--- src/logic/zx_mem_pkg.sv ---
/*
 * Memory side types for the paging core.
 * The model is fixed while reset is high and never changes afterwards.
 * Page registers keep the full written byte, even bits that nothing reads.
 * RAM addresses are 25 bits; ROM images live above 0x140000.
 */
package zx_mem_pkg;

	localparam int RAM_ADDR_W = 25;

	typedef enum logic [2:0] {
		MODEL_128   = 3'd0,
		MODEL_P1024 = 3'd1,
		MODEL_PROFI = 3'd2,
		MODEL_48    = 3'd3,
		MODEL_PLUS3 = 3'd4
	} mem_model_t;

	// ============================================================
	// 1FFD, one byte read two ways depending on bit 0
	// ============================================================
	typedef struct packed {
		logic [3:0] spare;
		logic       motor;      // Disk motor
		logic       rom_hi;     // High ROM select bit
		logic       rsvd;
		logic       special;
	} plus3_normal_t;

	typedef struct packed {
		logic [4:0] spare;
		logic [1:0] cfg;        // All-RAM layout
		logic       special;
	} plus3_special_t;

	typedef union packed {
		plus3_normal_t  normal;
		plus3_special_t spec;
	} plus3_ctl_u;

	typedef struct packed {
		logic [7:0] reg_7ffd;
		plus3_ctl_u p3ctl;
		logic [7:0] reg_eff7;
		logic [2:0] ext_bank;   // Upper bank bits for 1024K models
		mem_model_t model;
		logic       is48;
		logic       is_p1024;
		logic       is_profi;
		logic       is_plus3;
	} page_state_t;

	typedef struct packed {
		logic [2:0] border;
		logic       ear;
		logic       mic;
	} ula_state_t;

	typedef struct packed {
		logic [RAM_ADDR_W-1:0] addr;
		logic [7:0]            data;
		logic                  rd;
		logic                  we;
	} ram_req_t;

	localparam logic [5:0] BANK_SCREEN   = 6'd5;
	localparam logic [5:0] BANK_MID      = 6'd2;
	localparam logic [2:0] ROM_BASE_BITS = 3'b101;

endpackage

--- src/logic/zx_bus_pkg.sv ---
/*
 * Z80 bus side types for the paging core.
 * All CPU strobes are active low and are sampled as plain levels.
 * Port patterns are mask/value pairs over the full 16-bit I/O address,
 * as the partial decoding of the original machines requires.
 */
package zx_bus_pkg;

	// Raw CPU bus as seen on the pins
	typedef struct packed {
		logic [15:0] addr;
		logic [7:0]  dout;    // CPU data out
		logic        mreq_n;
		logic        iorq_n;
		logic        rd_n;
		logic        wr_n;
		logic        m1_n;
	} cpu_bus_t;

	typedef struct packed {
		cpu_bus_t bus;
		logic     io_write_edge;    // One cycle per I/O write
	} bus_stage_t;

	typedef struct packed {
		logic ula;
		logic page_main;    // 7FFD
		logic page_low;     // 7FFD alias with A14 low
		logic plus3_ctl;    // 1FFD
		logic profi_ext;    // DFFD
		logic pent_ext;     // EFF7
	} port_hit_t;

	typedef struct packed {
		port_hit_t   hit;
		logic [7:0]  data;
		logic        valid;
	} io_event_t;

	typedef struct packed {
		logic [15:0] mask;
		logic [15:0] value;
	} port_pat_t;

	localparam logic [15:0] PORT_PROFI_EXT = 16'hDFFD;

	// Address bits that matter per port
	localparam port_pat_t PAT_ULA       = '{mask: 16'h0001, value: 16'h0000};
	localparam port_pat_t PAT_PAGE_MAIN = '{mask: 16'hC002, value: 16'h4000};
	localparam port_pat_t PAT_PAGE_LOW  = '{mask: 16'hC002, value: 16'h0000};
	localparam port_pat_t PAT_PLUS3_CTL = '{mask: 16'hF002, value: 16'h1000};
	localparam port_pat_t PAT_PROFI_EXT = '{mask: 16'hFFFF, value: PORT_PROFI_EXT};
	localparam port_pat_t PAT_PENT_EXT  = '{mask: 16'hF008, value: 16'hE000};

endpackage
--- src/logic/zx_memory_top.sv ---
/*
 * Paging core top. Four stage pipeline from CPU bus to RAM request.
 * An I/O write reaches the RAM mapping three cycles after it is sampled.
 * No back-pressure; every stage takes a new value on every clock.
 */
`timescale 1ns/1ps

module zx_memory_top import zx_bus_pkg::*; import zx_mem_pkg::*; (
	input  logic       clk_sys,
	input  logic       reset,
	input  mem_model_t model,
	input  cpu_bus_t   cpu,
	output ram_req_t   ram,
	output ula_state_t ula,
	output logic       page_scr
);

	bus_stage_t  stage1;
	io_event_t   ev;
	page_state_t pages;

	bus_capture u_capture (
		.clk_sys (clk_sys),
		.reset   (reset),
		.cpu     (cpu),
		.stage1  (stage1)
	);

	port_decoder u_decoder (
		.clk_sys (clk_sys),
		.reset   (reset),
		.stage1  (stage1),
		.ev      (ev)
	);

	paging_regs u_paging (
		.clk_sys (clk_sys),
		.reset   (reset),
		.model   (model),
		.ev      (ev),
		.pages   (pages),
		.ula     (ula)
	);

	ram_mapper u_mapper (
		.clk_sys (clk_sys),
		.reset   (reset),
		.stage1  (stage1),
		.pages   (pages),
		.ram     (ram)
	);

	assign page_scr = pages.reg_7ffd[3];    // Shadow screen for video

endmodule

--- src/logic/ram_mapper.sv ---
/*
 * Fourth pipeline stage. Maps the captured CPU address to external RAM.
 * The request is registered once; rd and we follow the bus strobes and
 * are not held. ROM writes are dropped unless +3 all-RAM mode is on.
 */
`timescale 1ns/1ps

module ram_mapper import zx_bus_pkg::*; import zx_mem_pkg::*; (
	input  logic        clk_sys,
	input  logic        reset,
	input  bus_stage_t  stage1,
	input  page_state_t pages,
	output ram_req_t    ram
);

	logic [1:0]            region;
	logic [13:0]           offset;
	logic                  special;
	logic [3:0]            rom_page;
	logic [5:0]            bank;
	logic [RAM_ADDR_W-1:0] addr_next;
	logic                  rd_next;
	logic                  we_next;

	assign region  = stage1.bus.addr[15:14];
	assign offset  = stage1.bus.addr[13:0];
	assign special = pages.p3ctl.spec.special;

	always_comb begin
		if (pages.is_plus3)
			rom_page = {2'b10, pages.p3ctl.normal.rom_hi, pages.reg_7ffd[4]};
		else
			rom_page = {3'b011, pages.is48 | pages.reg_7ffd[4]};    // 48 ROM forced on 48
	end

	// ============================================================
	// Bank select
	// ============================================================
	always_comb begin
		bank = '0;
		if (special) begin
			case (pages.p3ctl.spec.cfg)
				2'd0: bank = {4'b0000, region};
				2'd1: bank = {4'b0001, region};
				2'd2: bank = (region == 2'd3) ? 6'd3 : {4'b0001, region};
				default: begin
					case (region)
						2'd0: bank = 6'd4;
						2'd1: bank = 6'd7;
						2'd2: bank = 6'd6;
						default: bank = 6'd3;
					endcase
				end
			endcase
		end else begin
			case (region)
				2'd1: bank = BANK_SCREEN;
				2'd2: bank = BANK_MID;
				2'd3: bank = {pages.ext_bank, pages.reg_7ffd[2:0]};
				default: bank = '0;    // ROM, address built below
			endcase
		end
	end

	always_comb begin
		if (!special && region == 2'd0)
			addr_next = RAM_ADDR_W'({ROM_BASE_BITS, rom_page, offset});
		else
			addr_next = RAM_ADDR_W'({bank, offset});

		rd_next = ~stage1.bus.mreq_n & ~stage1.bus.rd_n;
		we_next = ~stage1.bus.mreq_n & ~stage1.bus.wr_n & (region != 2'd0 || special);
	end

	always_ff @(posedge clk_sys) begin
		ram.addr <= addr_next;
		ram.data <= stage1.bus.dout;

		if (reset) begin
			ram.rd <= 1'b0;
			ram.we <= 1'b0;
		end else begin
			ram.rd <= rd_next;
			ram.we <= we_next;
		end
	end

endmodule

--- src/logic/paging_regs.sv ---
/*
 * Third pipeline stage. Holds the paging and ULA port registers.
 * The model input is sampled only while reset is high.
 * Once the lock bit is set, only a reset opens paging again
 * (on Pentagon 1024 the lock also needs EFF7 bit 2).
 */
`timescale 1ns/1ps

module paging_regs import zx_bus_pkg::*; import zx_mem_pkg::*; (
	input  logic        clk_sys,
	input  logic        reset,
	input  mem_model_t  model,
	input  io_event_t   ev,
	output page_state_t pages,
	output ula_state_t  ula
);

	logic lock;
	logic wr_7ffd;
	logic wr_1ffd;
	logic wr_dffd;
	logic wr_eff7;
	logic wr_ula;

	assign lock = pages.is48
		| (~pages.is_p1024 & pages.reg_7ffd[5])
		| (pages.is_p1024 & pages.reg_eff7[2] & pages.reg_7ffd[5]);

	// +3 decodes A14, so its 7FFD has no low alias
	assign wr_7ffd = ev.valid & ~lock
		& (ev.hit.page_main | (ev.hit.page_low & ~pages.is_plus3));
	assign wr_1ffd = ev.valid & ev.hit.plus3_ctl & pages.is_plus3 & ~lock & ~wr_7ffd;
	assign wr_dffd = ev.valid & ev.hit.profi_ext & pages.is_profi;
	assign wr_eff7 = ev.valid & ev.hit.pent_ext & pages.is_p1024;
	assign wr_ula  = ev.valid & ev.hit.ula;

	// ============================================================
	// Page registers
	// ============================================================
	always_ff @(posedge clk_sys) begin
		if (reset) begin
			pages.model    <= model;
			pages.is48     <= (model == MODEL_48);
			pages.is_p1024 <= (model == MODEL_P1024);
			pages.is_profi <= (model == MODEL_PROFI);
			pages.is_plus3 <= (model == MODEL_PLUS3);
			pages.reg_7ffd <= '0;
			pages.p3ctl    <= '0;
			pages.reg_eff7 <= '0;
			pages.ext_bank <= '0;
		end else begin
			if (wr_7ffd) begin
				pages.reg_7ffd <= ev.data;
				// Pentagon 1024 borrows the top 7FFD bits for bank
				if (pages.is_p1024 && !pages.reg_eff7[2])
					pages.ext_bank <= {ev.data[5], ev.data[7], ev.data[6]};
			end

			if (wr_1ffd)
				pages.p3ctl <= ev.data;

			if (wr_dffd)
				pages.ext_bank <= ev.data[2:0];    // Profi extended bank

			if (wr_eff7)
				pages.reg_eff7 <= ev.data;
		end
	end

	// ============================================================
	// ULA port
	// ============================================================
	always_ff @(posedge clk_sys) begin
		if (reset) begin
			ula.border <= '0;
			ula.ear    <= 1'b0;
			ula.mic    <= 1'b0;
		end else if (wr_ula) begin
			ula.border <= ev.data[2:0];
			ula.mic    <= ev.data[3];
			ula.ear    <= ev.data[4];
		end
	end

endmodule

--- src/logic/port_decoder.sv ---
/*
 * Second pipeline stage. Classifies a captured I/O write by address.
 * Knows nothing about the memory model; several hits may be set at once
 * and paging_regs decides which of them count.
 */
`timescale 1ns/1ps

module port_decoder import zx_bus_pkg::*; (
	input  logic       clk_sys,
	input  logic       reset,
	input  bus_stage_t stage1,
	output io_event_t  ev
);

	port_hit_t hit_now;

	function automatic logic port_match(input logic [15:0] addr, input port_pat_t pat);
		return (addr & pat.mask) == pat.value;
	endfunction

	always_comb begin
		hit_now.ula       = port_match(stage1.bus.addr, PAT_ULA);
		hit_now.page_main = port_match(stage1.bus.addr, PAT_PAGE_MAIN);
		hit_now.page_low  = port_match(stage1.bus.addr, PAT_PAGE_LOW);
		hit_now.plus3_ctl = port_match(stage1.bus.addr, PAT_PLUS3_CTL);
		hit_now.profi_ext = port_match(stage1.bus.addr, PAT_PROFI_EXT);
		hit_now.pent_ext  = port_match(stage1.bus.addr, PAT_PENT_EXT);
	end

	// ============================================================
	// Event register
	// ============================================================
	always_ff @(posedge clk_sys) begin
		if (stage1.io_write_edge) begin
			ev.hit  <= hit_now;
			ev.data <= stage1.bus.dout;    // Payload held until next write
		end

		if (reset)
			ev.valid <= 1'b0;
		else
			ev.valid <= stage1.io_write_edge;
	end

endmodule

--- src/logic/bus_capture.sv ---
/*
 * First pipeline stage. Samples the CPU bus on every clock.
 * An I/O write is flagged once on its leading edge, however long the
 * strobes stay low. Strobes are held inactive during reset.
 */
`timescale 1ns/1ps

module bus_capture import zx_bus_pkg::*; (
	input  logic       clk_sys,
	input  logic       reset,
	input  cpu_bus_t   cpu,
	output bus_stage_t stage1
);

	logic io_wr_now;
	logic io_wr_prev;

	// IORQ with WR outside an M1 cycle, so interrupt acks never count
	assign io_wr_now = ~cpu.iorq_n & ~cpu.wr_n & cpu.m1_n;

	always_ff @(posedge clk_sys) begin
		stage1.bus.addr <= cpu.addr;
		stage1.bus.dout <= cpu.dout;

		if (reset) begin
			stage1.bus.mreq_n    <= 1'b1;
			stage1.bus.iorq_n    <= 1'b1;
			stage1.bus.rd_n      <= 1'b1;
			stage1.bus.wr_n      <= 1'b1;
			stage1.bus.m1_n      <= 1'b1;
			stage1.io_write_edge <= 1'b0;
			io_wr_prev           <= 1'b0;
		end else begin
			stage1.bus.mreq_n    <= cpu.mreq_n;
			stage1.bus.iorq_n    <= cpu.iorq_n;
			stage1.bus.rd_n      <= cpu.rd_n;
			stage1.bus.wr_n      <= cpu.wr_n;
			stage1.bus.m1_n      <= cpu.m1_n;
			stage1.io_write_edge <= io_wr_now & ~io_wr_prev;    // Rising edge only
			io_wr_prev           <= io_wr_now;
		end
	end

endmodule

--- config.mk ---
export PLATFORM = sky130hd
export DESIGN_NAME = zx_memory_top
export DESIGN_NICKNAME = d
export VERILOG_FILES = /design/src/logic/zx_mem_pkg.sv /design/src/logic/zx_bus_pkg.sv /design/src/logic/zx_memory_top.sv /design/src/logic/ram_mapper.sv /design/src/logic/paging_regs.sv /design/src/logic/port_decoder.sv /design/src/logic/bus_capture.sv
export SDC_FILE = /design/constraint.sdc
export NUM_CORES = 1
export LEC_CHECK = 0
export BUFFER_PORTS_ARGS = -buffer_cell sky130_fd_sc_hd__buf_2
export CORE_MARGIN = 4
export CORE_UTILIZATION = 40
export DETAILED_ROUTE_END_ITERATION = 12
export GPL_TIMING_DRIVEN = 0
export PLACE_DENSITY = 0.64
export SYNTH_ARGS = -nofsm -noshare
export SYNTH_HDL_FRONTEND = slang
export SYNTH_SLANG_ARGS = --single-unit
--- constraint.sdc ---
create_clock -name clk_sys -period 2.6 [get_ports clk_sys]
set_input_delay 0.52 -clock clk_sys [delete_from_list [all_inputs] [get_ports clk_sys]]
set_output_delay 0.52 -clock clk_sys [all_outputs]
set_load 0.1 [all_outputs]
==> results.md, run 1 <==
* Total wire length at 5.45 mm
* Total track usage at 0.133
* Placed inst area at between 3000 and 4000 um^2
* Synth area leaders: dfxtp_1, edfxtp_1, mux2i_1, nand2b_1, nand3_1
* CP Launch Type: flop
* Grt ovf at 0
* Number of flops mapped to enable cells by yosys at 18
* Post-Synthesis Mean Instance Area at about 13 um^2
* Clock tree buffer depth at 2
* Vias at around 1900
* Setup violators final at 0
* R2r worst-path depth at 3
* Max incr delay on CP at roughly 0.43 ns
* Top delay family on crit path: buffers and inverters
* DIE WIDTH at 94.3 um
* Post-DRT Antenna Nets at 0
* Critical Path Stages at 1
* Final #Nets at approximately 340
* Top cell type's share of synthesized area at 0.531
* Inserted Clock Buffers at 9
* Design Area, Final at about 3700 um^2
* Largest net degree at the start of global routing at 18
* Cts hold-fix bufs at 0
* Mapped Cells at 225
* H-tree depth at 3
* Fin. Hold Viols at 0
* Cell leakage power at roughly 1.5 nW
* Largest family of logic cells by synthesized area: simple AND/OR/NAND/NOR gates
* PortBufs at 70
* Crit Path Max Fanout at 2
* FP Rows at 31
* Setup TNS at 0 ns
* Reg clk slew, reported paths at about 0.09 ns
* Drt initial violations at 47
* Min-delay src: cpu[18]
* Async S/R FF share, synth at 0
* Max-cap violations at 0
* Clock period minus worst slack at 1.62 ns
* Yosys cell types at just over 40
* Synth Area in XOR/XNOR at 0
* NetSw at 771 uW
* Sw frac at 0.261
* Post-Place Cells at 397
* Peak supply drop at between 0.4 and 0.5 mV
* Complex-gate fraction of the synthesized area at 0.0781
* CP Data Required Time at about 2.1 ns
* Pre-antenna DRT Iters at 4
* Worst R2R Setup Slack at ~1.2 ns
* WS Path Type: reg2out
* Worst slew margin at 0.565
* Diode count at 0
* Yosys warns at 0
* Crit path to: page_scr
* Post-DR wirelength/cell at 13.2 um
* Io pins at 75
* Slowest-stage cell, CP: buf_2
* Share of power burned in registers at 0.546
* Register area share after synthesis at 0.712
* Layout cells sized above 1 at 0.322
* Combinational cell fraction of total power at 0.106
* Hold crit path type: in2reg
* Post-CTS Setup Bufs at 0
* Final Max Tran Viols at 0
* Final Cycle Share at 0.624
* Clk_lat worst skew at around 0.34 ns
* Actual slew at the worst max-slew pin at approximately 0.65 ns
* Die Y at ~94 um
* Clock power share at 0.349
* CTS root buf: clkbuf_8
* First-pass GRT wire length at 9.09 mm
* Internal power at 2.19 mW
* Status: completed
* # clock sinks at between 90 and 100
* Fmax at around 600 MHz
* CTS tree: yes
* Top FF cell, synth: dfxtp_1
* # DRC at 0
* Post-synthesis mux area share at 0.0336
* Adder-cell share of the synthesized area at 0
* Clock Skews at around 0.012 ns
* Starting Density at 0.411
* Top-count cell post-synth: dfxtp_1
* Worst r2r dst: u_paging.pages[18]$_SDFFE_PP0P_
* PD cells at roughly 800 nW/um^2
* Antenna violations before repair at 0
* Worst Path Buf+Inv at 1
* Vias per std cell at roughly 4.5
* Setup crit end kind: output port
* Yosys reg bits at 97
* Area grow syn2layout at 23.8%
* Fin util at 0.508
* Setup ws final at between 0.9 and 1 ns
* Core area at 7250 um^2
* CP Cell Sequence: buf_2
* RSZ-0062 raised after global routing: no
* Non-Filler Instances at between 400 and 500
* Hold_ws at between 0.2 and 0.3 ns
* Full die area at just under 9000 um^2
* Reg2Reg Launch Point: u_paging.pages[0]$_DFFE_PP_
* Vias in the first global route at between 1500 and 2000
* Post-cts resize count at 0
* Cell Area, Synth at slightly below 3000 um^2
* Critical Path Source: u_paging.pages[29]$_SDFFE_PP0P_
* DP HPWL at about 4.1 mm
* Synth cell count leaders: dfxtp_1, edfxtp_1, nand2b_1, nand2_1
* Yosys top cell by area: dfxtp_1
* Pre-CTS setup slack at between 0.9 and 1 ns
* WP data arrival at 1.10 ns
* RePlAce Congestion at approximately 0.76
* Tot Pwr at 2.96 mW
* Post-synthesis simple-gate area fraction at 0.146
## layout by cell type, fill, tap and decap left out, drive strengths merged, types with 3 or more instances in the layout
cell type	Yosys	final
edfxtp	18	18
a2111oi	4	4
or2	3	3
nor3b	6	6
nand3	10	10
clkbuf	4	16
nor2	8	8
o21bai	3	3
inv	5	7
dfxtp	79	79
nand2	11	11
a211oi	3	3
nand2b	19	19
conb	1	4
mux2i	10	10
nor3	3	3
a21oi	7	7
buf	8	78
## power by group through the flow
stage	logic, mW	clock network, mW	registers (mW)
floorplan	0.0710	0	1.82
global placement	0.312	0	1.65
detailed placement	0.314	0	1.65
CTS	0.314	1.07	1.61
global route	0.325	1.14	1.62
finish	0.312	1.03	1.61
## cell type report
| type | count | area (um^2) |
|---|---|---|
| Tap cell | 99 | 124 |
| Buffer | 12 | 66.3 |
| Inverter | 5 | 18.8 |
| Fill cell | 664 | 3570 |
| Clock inverter | 4 | 56.3 |
| Timing Repair Buffer | 70 | 350 |
| Clock buffer | 12 | 166 |
| Sequential cell | 97 | 2120 |
| Multi-Input combinational cell | 114 | 783 |
## sequential cells by signal, summed over array words and instances (netlist names)
name and count:
u_capture.io_wr_prev 1, u_capture.stage1 28, u_decoder.ev 15, u_mapper.ram 31, u_paging.pages 17, u_paging.ula 5
## how the worst min path moves through the flow
stage	to	slack [ns]	depth (start not counted)
global route	u_capture.stage1[25]$_DFF_P_	0.23	1
global placement	u_mapper.ram[16]$_DFF_P_	0.33	0
CTS	u_capture.stage1[25]$_DFF_P_	0.25	1
finish	u_capture.stage1[19]$_DFF_P_	0.27	1
floorplan	u_mapper.ram[2]$_DFF_P_	0.33	0
detailed placement	u_mapper.ram[19]$_DFF_P_	0.34	0
## logic make-up (layout without fill, tap and decap cells)
group                  Yosys count  in the layout
AOI/OAI and AO/OA               27             27
buffers and inverters           17            103
DFF                             97             97
muxes                           10             10
other                            1              4
and+or+nand+nor                 73             73
## per-layer routing
layer | up-vias | wire length, um | GRT usage
li1 | 949 | - | -
met1 | 879 | 2310 | 0.153
met2 | 43 | 2770 | 0.230
met3 | 7 | 292 | 0.0377
met4 | 0 | 79 | 0.0602
met5 | - | 0 | 0
Power figures use the tool's default switching activity.
==> run 2, diff against run 1 <==
clock period = 1.5 ns   (was 2.6 ns; I/O delays follow)
==> results.md, run 2 (synthesis gave the netlist of run 1 again) <==
* Reg area at approximately 2100 um^2
* Area grow syn2layout at 24.3%
* Min-delay src: cpu[18]
* Most flops, register: u_mapper.ram
* Core area at a little over 7000 um^2
* Clk_lat worst skew at 0.34 ns
* WS Path Type: reg2out
* Setup TNS at 0 ns
* Cts hold-fix bufs at 0
* GR peak layer: met2
* Drt initial violations at 63
* Most common cell after layout, fill and taps aside: dfxtp_1
* Fmax at 713 MHz
* NetSw at 1.34 mW
* Reg clk slew, reported paths at roughly 0.090 ns
* H-tree depth at 3
* Final Cycle Share at 0.936
* Met3 Use GR at 0.0377
* Cell leakage power at 1.52 nW
* Layout cells sized above 1 at 0.330
* First-pass GRT wire length at roughly 9 mm
* Vias in the first global route at slightly below 2000
* Hold Crit Depth at 1
* Met1 Track Usage GR at 0.153
* RePlAce Congestion at between 0.7 and 0.8
* Clock period minus worst slack at 1.40 ns
* Vias at approximately 1900
* Total wire length at about 5.5 mm
* Vias per std cell at between 4 and 5
* # clock sinks at 97
* Worst Path Buf+Inv at 1
* Grt ovf at 0
* Top delay family on crit path: buffers and inverters
* Actual slew at the worst max-slew pin at 0.644 ns
* Post-DR wirelength/cell at about 13 um
* R2r worst-path depth at 3
* Die Y at around 94 um
* Diode count at 0
* Worst Hold End: u_capture.stage1[19]$_DFF_P_
* Worst slew margin at 0.570
* Io pins at 75
* Top Registers: u_mapper.ram x31, u_capture.stage1 x28, u_paging.pages x17
* Antenna violations before repair at 0
* Status: completed
* Worst R2R Setup Slack at ~0.097 ns
* Peak supply drop at 0.788 mV
* Crit Path Max Fanout at 2
* PD cells at 1390 nW/um^2
* Setup ws final at approximately 0.097 ns
* Commonest cells after routing, fill and taps aside: dfxtp_1, buf_2, edfxtp_1
* CP Launch Type: flop
* Internal power at about 3.8 mW
* FP Rows at 31
* CTS root buf: clkbuf_8
* Worst r2r dst: u_paging.pages[28]$_SDFFE_PP0P_
* Tot Pwr at around 5 mW
* Setup crit end kind: output port
* Starting Density at 0.411
* Slowest-stage cell, CP: buf_2
* RSZ-0062 raised after global routing: no
* Max incr delay on CP at between 0.4 and 0.5 ns
* Max reg flops at 31
* Full die area at 8890 um^2
* Placed inst area at around 3500 um^2
* Clock Skews at 0.0124 ns
* # DRC at 0
* Final Max Tran Viols at 0
* Reg2Reg Launch Point: u_paging.pages[0]$_DFFE_PP_
* Hold crit path type: in2reg
* Design Area, Final at approximately 3700 um^2
* Inserted Clock Buffers at 9
* Clock power share at 0.348
* Layout fillers at between 600 and 700
* Final #Nets at between 300 and 400
* Sw frac at 0.261
* Clock tree buffer depth at 2
* PortBufs at 70
* Share of power burned in registers at 0.545
* CTS tree: yes
* CP Cell Sequence: buf_2
* CP Data Required Time at approximately 1.2 ns
* Pre-antenna DRT Iters at 4
* Fin util at 0.510
* Footprint of the multi-input gates at between 700 and 800 um^2
* Largest net degree at the start of global routing at 18
* Pre-CTS setup slack at roughly 0.040 ns
* DIE WIDTH at ~94 um
* Max-cap violations at 0
* Combinational cell fraction of total power at 0.106
* Total track usage at 0.133
* GR Util met2 at 0.230
* Fin. Hold Viols at 0
* Post-DRT Antenna Nets at 0
* Setup violators final at 0
* WP data arrival at ~1.1 ns
* DP HPWL at 4.09 mm
-- run 2: final cells by class --
type | count | area share
Multi-Input combinational cell | 114 | 0.213
Timing Repair Buffer | 71 | 0.0967
Clock buffer | 12 | 0.0449
Sequential cell | 97 | 0.574
Clock inverter | 4 | 0.0152
Buffer | 12 | 0.0179
Tap cell | 99 | 0.0335
Inverter | 5 | 0.00507
-- run 2: worst max-delay path by stage --
stage                                                from                              end  slack [ns]  cells past startpoint
after floorplan               u_paging.pages[0]$_DFFE_PP_  u_paging.pages[26]$_SDFFE_PP0P_        0.24                      3
after global placement       u_capture.stage1[14]$_DFF_P_       u_decoder.ev[10]$_DFFE_PP_        0.08                      3
after detailed placement     u_capture.stage1[14]$_DFF_P_       u_decoder.ev[10]$_DFFE_PP_        0.04                      3
after CTS                    u_capture.stage1[14]$_DFF_P_       u_decoder.ev[10]$_DFFE_PP_        0.03                      3
after global routing          u_paging.pages[0]$_DFFE_PP_  u_paging.pages[27]$_SDFFE_PP0P_        0.01                      3
final                     u_paging.pages[29]$_SDFFE_PP0P_                         page_scr         0.1                      1
-- run 2: power groups by stage --
stage                     combinational [mW]  clock, mW  sequential, mW
after floorplan                        0.123          0            3.16
after detailed placement               0.544          0            2.86
after CTS                              0.545       1.85            2.80
after global routing                   0.569       1.98            2.81
final                                  0.545       1.79            2.80
after global placement                 0.540          0            2.86
-- run 2: timing repair --
action / 4_1_cts / 5_1_grt
hold endpoints to repair: 0 / 0
gates resized for setup: 0 / 2
setup buffers: 0 / 1
setup endpoints to repair: 0 / 10
-- run 2: per-stage QoR --
step           std cells  hold slack, ns
2_1_floorplan        228           0.327
3_3_place_gp         397           0.333
3_5_place_dp         397           0.335
4_1_cts              413          0.0274
5_1_grt              414          0.0124
6_report             414          0.0497
-- run 2: layer usage --
layer | vias up | wire [um]
li1 | 950 | -
met1 | 884 | 2340
met2 | 41 | 2780
met3 | 7 | 257
met4 | 0 | 79
met5 | - | 0
